--- src/include/barrel_settings.svh ---
`ifndef BARREL_SETTINGS_SVH
`define BARREL_SETTINGS_SVH

// Thread count is 2**BARREL_THREAD_BITS and must cover the pipeline depth
`define BARREL_THREAD_BITS      3
`define BARREL_PC_WIDTH         8

`define BARREL_INSTR_WIDTH      32
`define BARREL_IMM_WIDTH        16
`define BARREL_DATA_WIDTH       64
`define BARREL_REG_INDEX_BITS   5
`define BARREL_DMEM_ADDR_BITS   8

// Instruction fields
`define BARREL_OPCODE_MSB       31
`define BARREL_OPCODE_LSB       28
`define BARREL_REG_MSB          20
`define BARREL_REG_LSB          16

// Opcodes, anything else is a no-op
`define BARREL_OP_INCREMENT     4'd1
`define BARREL_OP_LOAD          4'd2
`define BARREL_OP_STORE         4'd3

`endif

--- src/logic/barrel_pkg.sv ---
`include "barrel_settings.svh"

package barrel_pkg;

    typedef logic [`BARREL_THREAD_BITS-1:0]    thread_t;
    typedef logic [`BARREL_PC_WIDTH-1:0]       pc_t;
    typedef logic [`BARREL_INSTR_WIDTH-1:0]    instr_t;
    typedef logic [`BARREL_REG_INDEX_BITS-1:0] reg_index_t;
    typedef logic [`BARREL_IMM_WIDTH-1:0]      imm_t;
    typedef logic [`BARREL_DATA_WIDTH-1:0]     data_t;
    typedef logic [`BARREL_DMEM_ADDR_BITS-1:0] dmem_offset_t;

    // Every memory is split per thread by the top address bits
    typedef struct packed {
        thread_t thread;
        pc_t     pc;
    } imem_addr_t;

    typedef struct packed {
        thread_t    thread;
        reg_index_t reg_index;
    } reg_addr_t;

    typedef struct packed {
        thread_t      thread;
        dmem_offset_t offset;
    } dmem_addr_t;

    typedef struct packed {
        logic increment;
        logic load_word;
        logic store_word;
    } op_flags_t;

    typedef struct packed {
        op_flags_t  flags;
        reg_index_t reg_index;
        imm_t       imm;
        thread_t    thread;
    } decode_ex_t;

    typedef struct packed {
        op_flags_t  flags;
        reg_index_t reg_index;
        imm_t       imm;
        thread_t    thread;
        data_t      data;
    } ex_mem_t;

    typedef struct packed {
        logic       write_back;
        reg_index_t reg_index;
        thread_t    thread;
        data_t      data;
    } mem_wb_t;

endpackage

--- src/logic/pipe_reg.sv ---
`timescale 1ns/1ps

module pipe_reg #(
    parameter type payload_t = logic
) (
    input  logic     clk,
    input  logic     reset,
    input  payload_t d,
    output payload_t q
);

    // All-zero payload means no flags set, so the stage does nothing
    always_ff @(posedge clk) begin
        if (reset) begin
            q <= '0;
        end else begin
            q <= d;
        end
    end

endmodule

--- src/logic/thread_scheduler.sv ---
`timescale 1ns/1ps

module thread_scheduler
    import barrel_pkg::*;
(
    input  logic       clk,
    input  logic       reset,
    output imem_addr_t fetch_addr
);

    localparam int THREAD_COUNT = 2 ** $bits(thread_t);

    thread_t thread;
    pc_t     pc_table [THREAD_COUNT];

    assign fetch_addr = '{thread: thread, pc: pc_table[thread]};

    // One fetch per cycle, threads taken in strict rotation
    always_ff @(posedge clk) begin
        if (reset) begin
            thread <= '0;
            for (int i = 0; i < THREAD_COUNT; i++) begin
                pc_table[i] <= '0;
            end
        end else begin
            thread           <= thread + 1'b1;
            pc_table[thread] <= pc_table[thread] + 1'b1;
        end
    end

endmodule

--- src/logic/decode_stage.sv ---
`timescale 1ns/1ps

`include "barrel_settings.svh"

module decode_stage
    import barrel_pkg::*;
(
    input  logic       clk,
    input  logic       reset,
    input  imem_addr_t fetch_addr,
    input  instr_t     instruction,
    input  mem_wb_t    writeback,
    output reg_addr_t  reg_access_raddr,
    output reg_addr_t  reg_access_waddr,
    output data_t      reg_access_wdata,
    output logic       reg_access_we,
    output decode_ex_t decoded
);

    localparam int OPCODE_WIDTH = `BARREL_OPCODE_MSB - `BARREL_OPCODE_LSB + 1;

    instr_t                  instr_q;
    thread_t                 thread_q;
    logic                    valid_q;
    logic [OPCODE_WIDTH-1:0] opcode;

    // Fetch/decode boundary
    always_ff @(posedge clk) begin
        instr_q  <= instruction;
        thread_q <= fetch_addr.thread;
    end

    always_ff @(posedge clk) begin
        if (reset) begin
            valid_q <= 1'b0;
        end else begin
            valid_q <= 1'b1;
        end
    end

    assign opcode = instr_q[`BARREL_OPCODE_MSB:`BARREL_OPCODE_LSB];

    always_comb begin
        decoded.flags = '0;
        if (valid_q) begin
            case (opcode)
                `BARREL_OP_INCREMENT: decoded.flags.increment  = 1'b1;
                `BARREL_OP_LOAD:      decoded.flags.load_word  = 1'b1;
                `BARREL_OP_STORE:     decoded.flags.store_word = 1'b1;
                default: ;
            endcase
        end
        decoded.reg_index = instr_q[`BARREL_REG_MSB:`BARREL_REG_LSB];
        decoded.imm       = instr_q[`BARREL_IMM_WIDTH-1:0];
        decoded.thread    = thread_q;
    end

    // Read data comes back in the operand cycle
    assign reg_access_raddr = '{thread: thread_q, reg_index: decoded.reg_index};

    // Writeback shares the register file port set with decode
    assign reg_access_waddr = '{thread: writeback.thread, reg_index: writeback.reg_index};
    assign reg_access_wdata = writeback.data;
    assign reg_access_we    = writeback.write_back;

endmodule

--- src/logic/execute_stage.sv ---
`timescale 1ns/1ps

module execute_stage
    import barrel_pkg::*;
(
    input  logic       clk,
    input  logic       reset,
    input  decode_ex_t operands,
    input  data_t      reg_access_rdata,
    output ex_mem_t    result
);

    ex_mem_t captured_d;
    ex_mem_t captured_q;

    // Operand cycle joins decoded fields with register read data
    assign captured_d = '{
        flags:     operands.flags,
        reg_index: operands.reg_index,
        imm:       operands.imm,
        thread:    operands.thread,
        data:      reg_access_rdata
    };

    pipe_reg #(
        .payload_t(ex_mem_t)
    ) operand_reg (
        .clk   (clk),
        .reset (reset),
        .d     (captured_d),
        .q     (captured_q)
    );

    // Immediate is unsigned, zero extended to the data width
    always_comb begin
        result = captured_q;
        if (captured_q.flags.increment) begin
            result.data = captured_q.data + data_t'(captured_q.imm);
        end
    end

endmodule

--- src/logic/memory_stage.sv ---
`timescale 1ns/1ps

module memory_stage
    import barrel_pkg::*;
(
    input  logic       clk,
    input  logic       reset,
    input  ex_mem_t    access,
    input  data_t      data_mem_rdata,
    output dmem_addr_t data_mem_raddr,
    output dmem_addr_t data_mem_waddr,
    output data_t      data_mem_wdata,
    output logic       data_mem_we,
    output mem_wb_t    completion
);

    typedef struct packed {
        logic    load_word;
        mem_wb_t wb;
    } mem2_t;

    dmem_addr_t mem_addr;
    mem2_t      mem2_d;
    mem2_t      mem2_q;

    // Low immediate bits give the offset inside the thread's window
    assign mem_addr = '{thread: access.thread, offset: dmem_offset_t'(access.imm)};

    // Read is issued for every instruction, only loads use the result
    assign data_mem_raddr = mem_addr;
    assign data_mem_waddr = mem_addr;
    assign data_mem_wdata = access.data;
    assign data_mem_we    = access.flags.store_word;

    assign mem2_d = '{
        load_word: access.flags.load_word,
        wb: '{
            write_back: access.flags.increment | access.flags.load_word,
            reg_index:  access.reg_index,
            thread:     access.thread,
            data:       access.data
        }
    };

    pipe_reg #(
        .payload_t(mem2_t)
    ) mem1_mem2_reg (
        .clk   (clk),
        .reset (reset),
        .d     (mem2_d),
        .q     (mem2_q)
    );

    // Memory read data lands in mem2
    always_comb begin
        completion = mem2_q.wb;
        if (mem2_q.load_word) begin
            completion.data = data_mem_rdata;
        end
    end

endmodule

--- src/logic/barrel_core.sv ---
`timescale 1ns/1ps

module barrel_core
    import barrel_pkg::*;
(
    input  logic       clk,
    input  logic       reset,

    output imem_addr_t instr_mem_pc,
    input  instr_t     instr_mem_instruction,

    output reg_addr_t  reg_access_raddr,
    input  data_t      reg_access_rdata,
    output reg_addr_t  reg_access_waddr,
    output data_t      reg_access_wdata,
    output logic       reg_access_we,

    output dmem_addr_t data_mem_raddr,
    input  data_t      data_mem_rdata,
    output dmem_addr_t data_mem_waddr,
    output data_t      data_mem_wdata,
    output logic       data_mem_we
);

    decode_ex_t decoded;
    decode_ex_t operands;
    ex_mem_t    executed;
    ex_mem_t    access;
    mem_wb_t    completion;
    mem_wb_t    writeback;

    thread_scheduler scheduler (
        .clk        (clk),
        .reset      (reset),
        .fetch_addr (instr_mem_pc)
    );

    decode_stage decode (
        .clk              (clk),
        .reset            (reset),
        .fetch_addr       (instr_mem_pc),
        .instruction      (instr_mem_instruction),
        .writeback        (writeback),
        .reg_access_raddr (reg_access_raddr),
        .reg_access_waddr (reg_access_waddr),
        .reg_access_wdata (reg_access_wdata),
        .reg_access_we    (reg_access_we),
        .decoded          (decoded)
    );

    pipe_reg #(.payload_t(decode_ex_t)) decode_operand_reg (
        .clk   (clk),
        .reset (reset),
        .d     (decoded),
        .q     (operands)
    );

    execute_stage execute (
        .clk              (clk),
        .reset            (reset),
        .operands         (operands),
        .reg_access_rdata (reg_access_rdata),
        .result           (executed)
    );

    pipe_reg #(.payload_t(ex_mem_t)) execute_mem1_reg (
        .clk   (clk),
        .reset (reset),
        .d     (executed),
        .q     (access)
    );

    memory_stage memory (
        .clk            (clk),
        .reset          (reset),
        .access         (access),
        .data_mem_rdata (data_mem_rdata),
        .data_mem_raddr (data_mem_raddr),
        .data_mem_waddr (data_mem_waddr),
        .data_mem_wdata (data_mem_wdata),
        .data_mem_we    (data_mem_we),
        .completion     (completion)
    );

    // Writeback register feeds the register file write port in decode
    pipe_reg #(.payload_t(mem_wb_t)) mem2_writeback_reg (
        .clk   (clk),
        .reset (reset),
        .d     (completion),
        .q     (writeback)
    );

endmodule

--- config.mk ---
export PLATFORM = sky130hd
export DESIGN_NAME = barrel_core
export DESIGN_NICKNAME = d
export VERILOG_FILES = /design/src/logic/barrel_pkg.sv /design/src/logic/pipe_reg.sv /design/src/logic/thread_scheduler.sv /design/src/logic/decode_stage.sv /design/src/logic/execute_stage.sv /design/src/logic/memory_stage.sv /design/src/logic/barrel_core.sv
export VERILOG_INCLUDE_DIRS = /design/src /design/src/include
export SDC_FILE = /design/constraint.sdc
export NUM_CORES = 1
export LEC_CHECK = 0
export ABC_AREA = 0
export ABC_CLOCK_PERIOD_IN_PS = 5100
export BUFFER_PORTS_ARGS = -buffer_cell sky130_fd_sc_hd__clkbuf_2
export CAP_MARGIN = 20
export CORE_UTILIZATION = 37
export CTS_CLUSTER_DIAMETER = 60
export CTS_CLUSTER_SIZE = 12
export DETAILED_ROUTE_END_ITERATION = 8
export HOLD_SLACK_MARGIN = 0.05
export PLACE_DENSITY = 0.63
export SYNTH_ARGS = -nofsm -noshare
export SYNTH_HDL_FRONTEND = slang
export SYNTH_SLANG_ARGS = --single-unit
--- constraint.sdc ---
create_clock -name clk -period 5.1 [get_ports clk]
set_clock_uncertainty 0.2 [all_clocks]
set_input_delay 0.765 -clock clk [delete_from_list [all_inputs] [get_ports clk]]
set_output_delay 0.765 -clock clk [all_outputs]
set_load 0.05 [all_outputs]
==> flow_metrics.env <==
export IMPL_p_leak_nw=7.87
export IMPL_rrSetupSlack_ps=1460
export IMPL_synth_compound_area_share_pct=5.51
export IMPL_ctsLongestPathBuffers=3
export IMPL_ys_seq_area_share_pct=58.1
export IMPL_cp_required_ps=4140
export IMPL_yosys_top_cells_count="dfxtp_1, nor2b_1, nor2_1"
export IMPL_pwr_density_cell_mw_per_mm2=397
export IMPL_die_w_um=213
export IMPL_cts_setup_buffers=0
export IMPL_first_pass_iters=4
export IMPL_drt_total_wl_um=41000
export IMPL_rsz0062_at_grt="false"
export IMPL_drv_slew=0
export IMPL_cp_start_kind="flop"
export IMPL_ctsRootBufferMaster="clkbuf_16"
export IMPL_netlist_area_sq_mm=0.0164
export IMPL_r2r_cells=9
export IMPL_syn_mean_instance_area_sq_um=10.7
export IMPL_layout_min_cycle_time_ps=3970
export IMPL_ys_flop_type="dfxtp_1"
export IMPL_first_global_vias=11300
export IMPL_synthAdderAreaFrac_pct=1.50
export IMPL_finalInstanceArea_sq_mm=0.0193
export IMPL_grt_overflow=0
export IMPL_area_growth_pct=17.6
export IMPL_ant_nets=0
export IMPL_ys_async_sr_fraction_pct=0
export IMPL_grt_pass1_wl_um=62400
export IMPL_setup_slack_ps=1130
export IMPL_cts_clk_slew_worst_paths_ps=60
export IMPL_core_area_sq_mm=0.0434
export IMPL_dp_slack_ps=1470
export IMPL_drt_initial_drc_count=581
export IMPL_synth_top_area_share_pct=46.4
export IMPL_outcome="completed"
export IMPL_synthMuxAreaShare_pct=5.91
export IMPL_rows=76
export IMPL_initial_core_util_pct=37.8
export IMPL_crit_start="scheduler.thread[1]"
export IMPL_setup_viol=0
export IMPL_arrival_ps=3000
export IMPL_drc_errors=0
export IMPL_port_buffers=333
export IMPL_peakVddDrop_uv=311
export IMPL_die_height_um=213
export IMPL_min_path_type="input pin to flop"
export IMPL_worst_pin_slew_ps=1090
export IMPL_netlist_instances=1531
export IMPL_synth_xor_area_share_pct=2.62
export IMPL_grtUsageTotal_pct=18.0
export IMPL_synth_top_family_by_area="simple AND/OR/NAND/NOR gates"
export IMPL_placed_area_sq_mm=0.0178
export IMPL_clock_sinks=444
export IMPL_nNetsFinal=1944
export IMPL_place_inst=2293
export IMPL_setup_worst_path_end_class="output port"
export IMPL_dieArea_sq_mm=0.0452
export IMPL_boundaryPins=341
export IMPL_vias_per_cell=4.70
export IMPL_synth_fp_nets=1712
export IMPL_htreeDepth=2
export IMPL_cts_hold_buffers_added=4
export IMPL_max_slew_margin_pct=27.6
export IMPL_hpwlAfterDp_um=29400
export IMPL_synth_edf_count=64
export IMPL_yosysWarnings=0
export IMPL_vias=11100
export IMPL_drive_above_1_share_pct=24.6
export IMPL_cp_endpoint="instr_mem_pc[1]"
export IMPL_ys_ff_latch=444
export IMPL_synth_most_common_cell="dfxtp_1"
export IMPL_r2r_start="execute.operand_reg.q[0]"
export IMPL_max_freq_mhz=252
export IMPL_ctsResizeCount=0
export IMPL_cp_max_fo=21
export IMPL_min_period_over_period_pct=77.8
export IMPL_hold_viol=0
export IMPL_total_power_mw=7.65
export IMPL_wl_per_cell_um=17.3
export IMPL_cts_tree="done"
export IMPL_fin_setup_tns_ps=0
export IMPL_yosys_top_cells_area="dfxtp_1, edfxtp_1, nor2b_1"
export IMPL_synth_simple_area_share_pct=19.6
export IMPL_holdWs_ps=101
export IMPL_synth_top_cell_by_area="dfxtp_1"
export IMPL_clk_latency_ps=570
export IMPL_grt_max_degree=108
export IMPL_fin_cells=2369
export IMPL_critPathKind="flop to output port"
export IMPL_antenna_found_initial=2
export IMPL_cts_buffers=48
export IMPL_ys_types=68
export IMPL_drv_cap=0
export IMPL_r2r_end="execute_mem1_reg.q[38]"
export IMPL_fin_util_pct=44.5
export IMPL_place_gp_congestion=0.883
sequential cells by signal, indices dropped and copies added, names as in the netlist, 3 cells and up:
signal                  cells
decode.thread_q             3
decode_operand_reg.q       27
execute.operand_reg.q      91
scheduler.pc_table         64
execute_mem1_reg.q         83
mem2_writeback_reg.q       73
memory.mem1_mem2_reg.q     74
scheduler.thread            3
decode.instr_q             25
where the power goes:
part	switching [mW]	total, mW	internal, mW
clock	1.37	3.19	1.82
sequential	0.0784	3.78	3.70
combinational	0.473	0.692	0.218
total	1.92	7.65	5.73
kinds of logic (layout without fill, tap and decap cells):
group | count (synthesis) | after routing
and+or+nand+nor | 616 | 616
DFF | 444 | 444
buffers and inverters | 179 | 429
AOI/OAI and AO/OA | 134 | 134
muxes | 90 | 90
xor gates and xnor gates | 49 | 49
adders and majority gates | 19 | 19
other | 0 | 3
how the worst min path moves through the flow:
stage	from	end	slack, ps	depth (start not counted)
final	instr_mem_instruction[31]	decode.instr_q[31]	100	1
after CTS	instr_mem_instruction[31]	decode.instr_q[31]	50	1
after floorplan	decode.instr_q[28]	decode_operand_reg.q[25]	200	1
after global placement	execute_mem1_reg.q[87]	memory.mem1_mem2_reg.q[71]	220	1
after global routing	instr_mem_instruction[31]	decode.instr_q[31]	60	1
after detailed placement	decode_operand_reg.q[24]	execute.operand_reg.q[88]	220	1
final cells by class:
cell class	count	area, sq um
antenna	3	7.51
clock buffer	57	1280
clock inverter	11	111
fill	4202	24100
inverter	11	41.3
multi-input combinational	908	5770
sequential	444	9530
tap	585	732
timing repair buffer	350	1810
worst max-delay path, stage by stage (launching register included):
cell and delay (ps):
dfxtp_1 870, mux2_2 410, a2111oi_0 670, inv_1 190, clkbuf_2 280
layout by cell type, fill, tap and decap left out, types with 36 or more instances in the layout:
cell	Yosys	routed
a21oi_1	37	37
clkbuf_16	0	49
clkbuf_2	0	332
dfxtp_1	380	379
edfxtp_1	64	64
mux2i_1	81	81
nand2_1	57	57
nor2_1	202	202
nor2b_1	223	223
xnor2_1	36	36
layer usage:
metal	track usage (%)	wire, um	vias up
li1	-	-	5502
met1	21.2	16700	5181
met2	31.2	20400	373
met3	4.68	2740	89
met4	6.97	1170	0
met5	0	0	-
No activity file was read; power rests on OpenSTA's default activity.
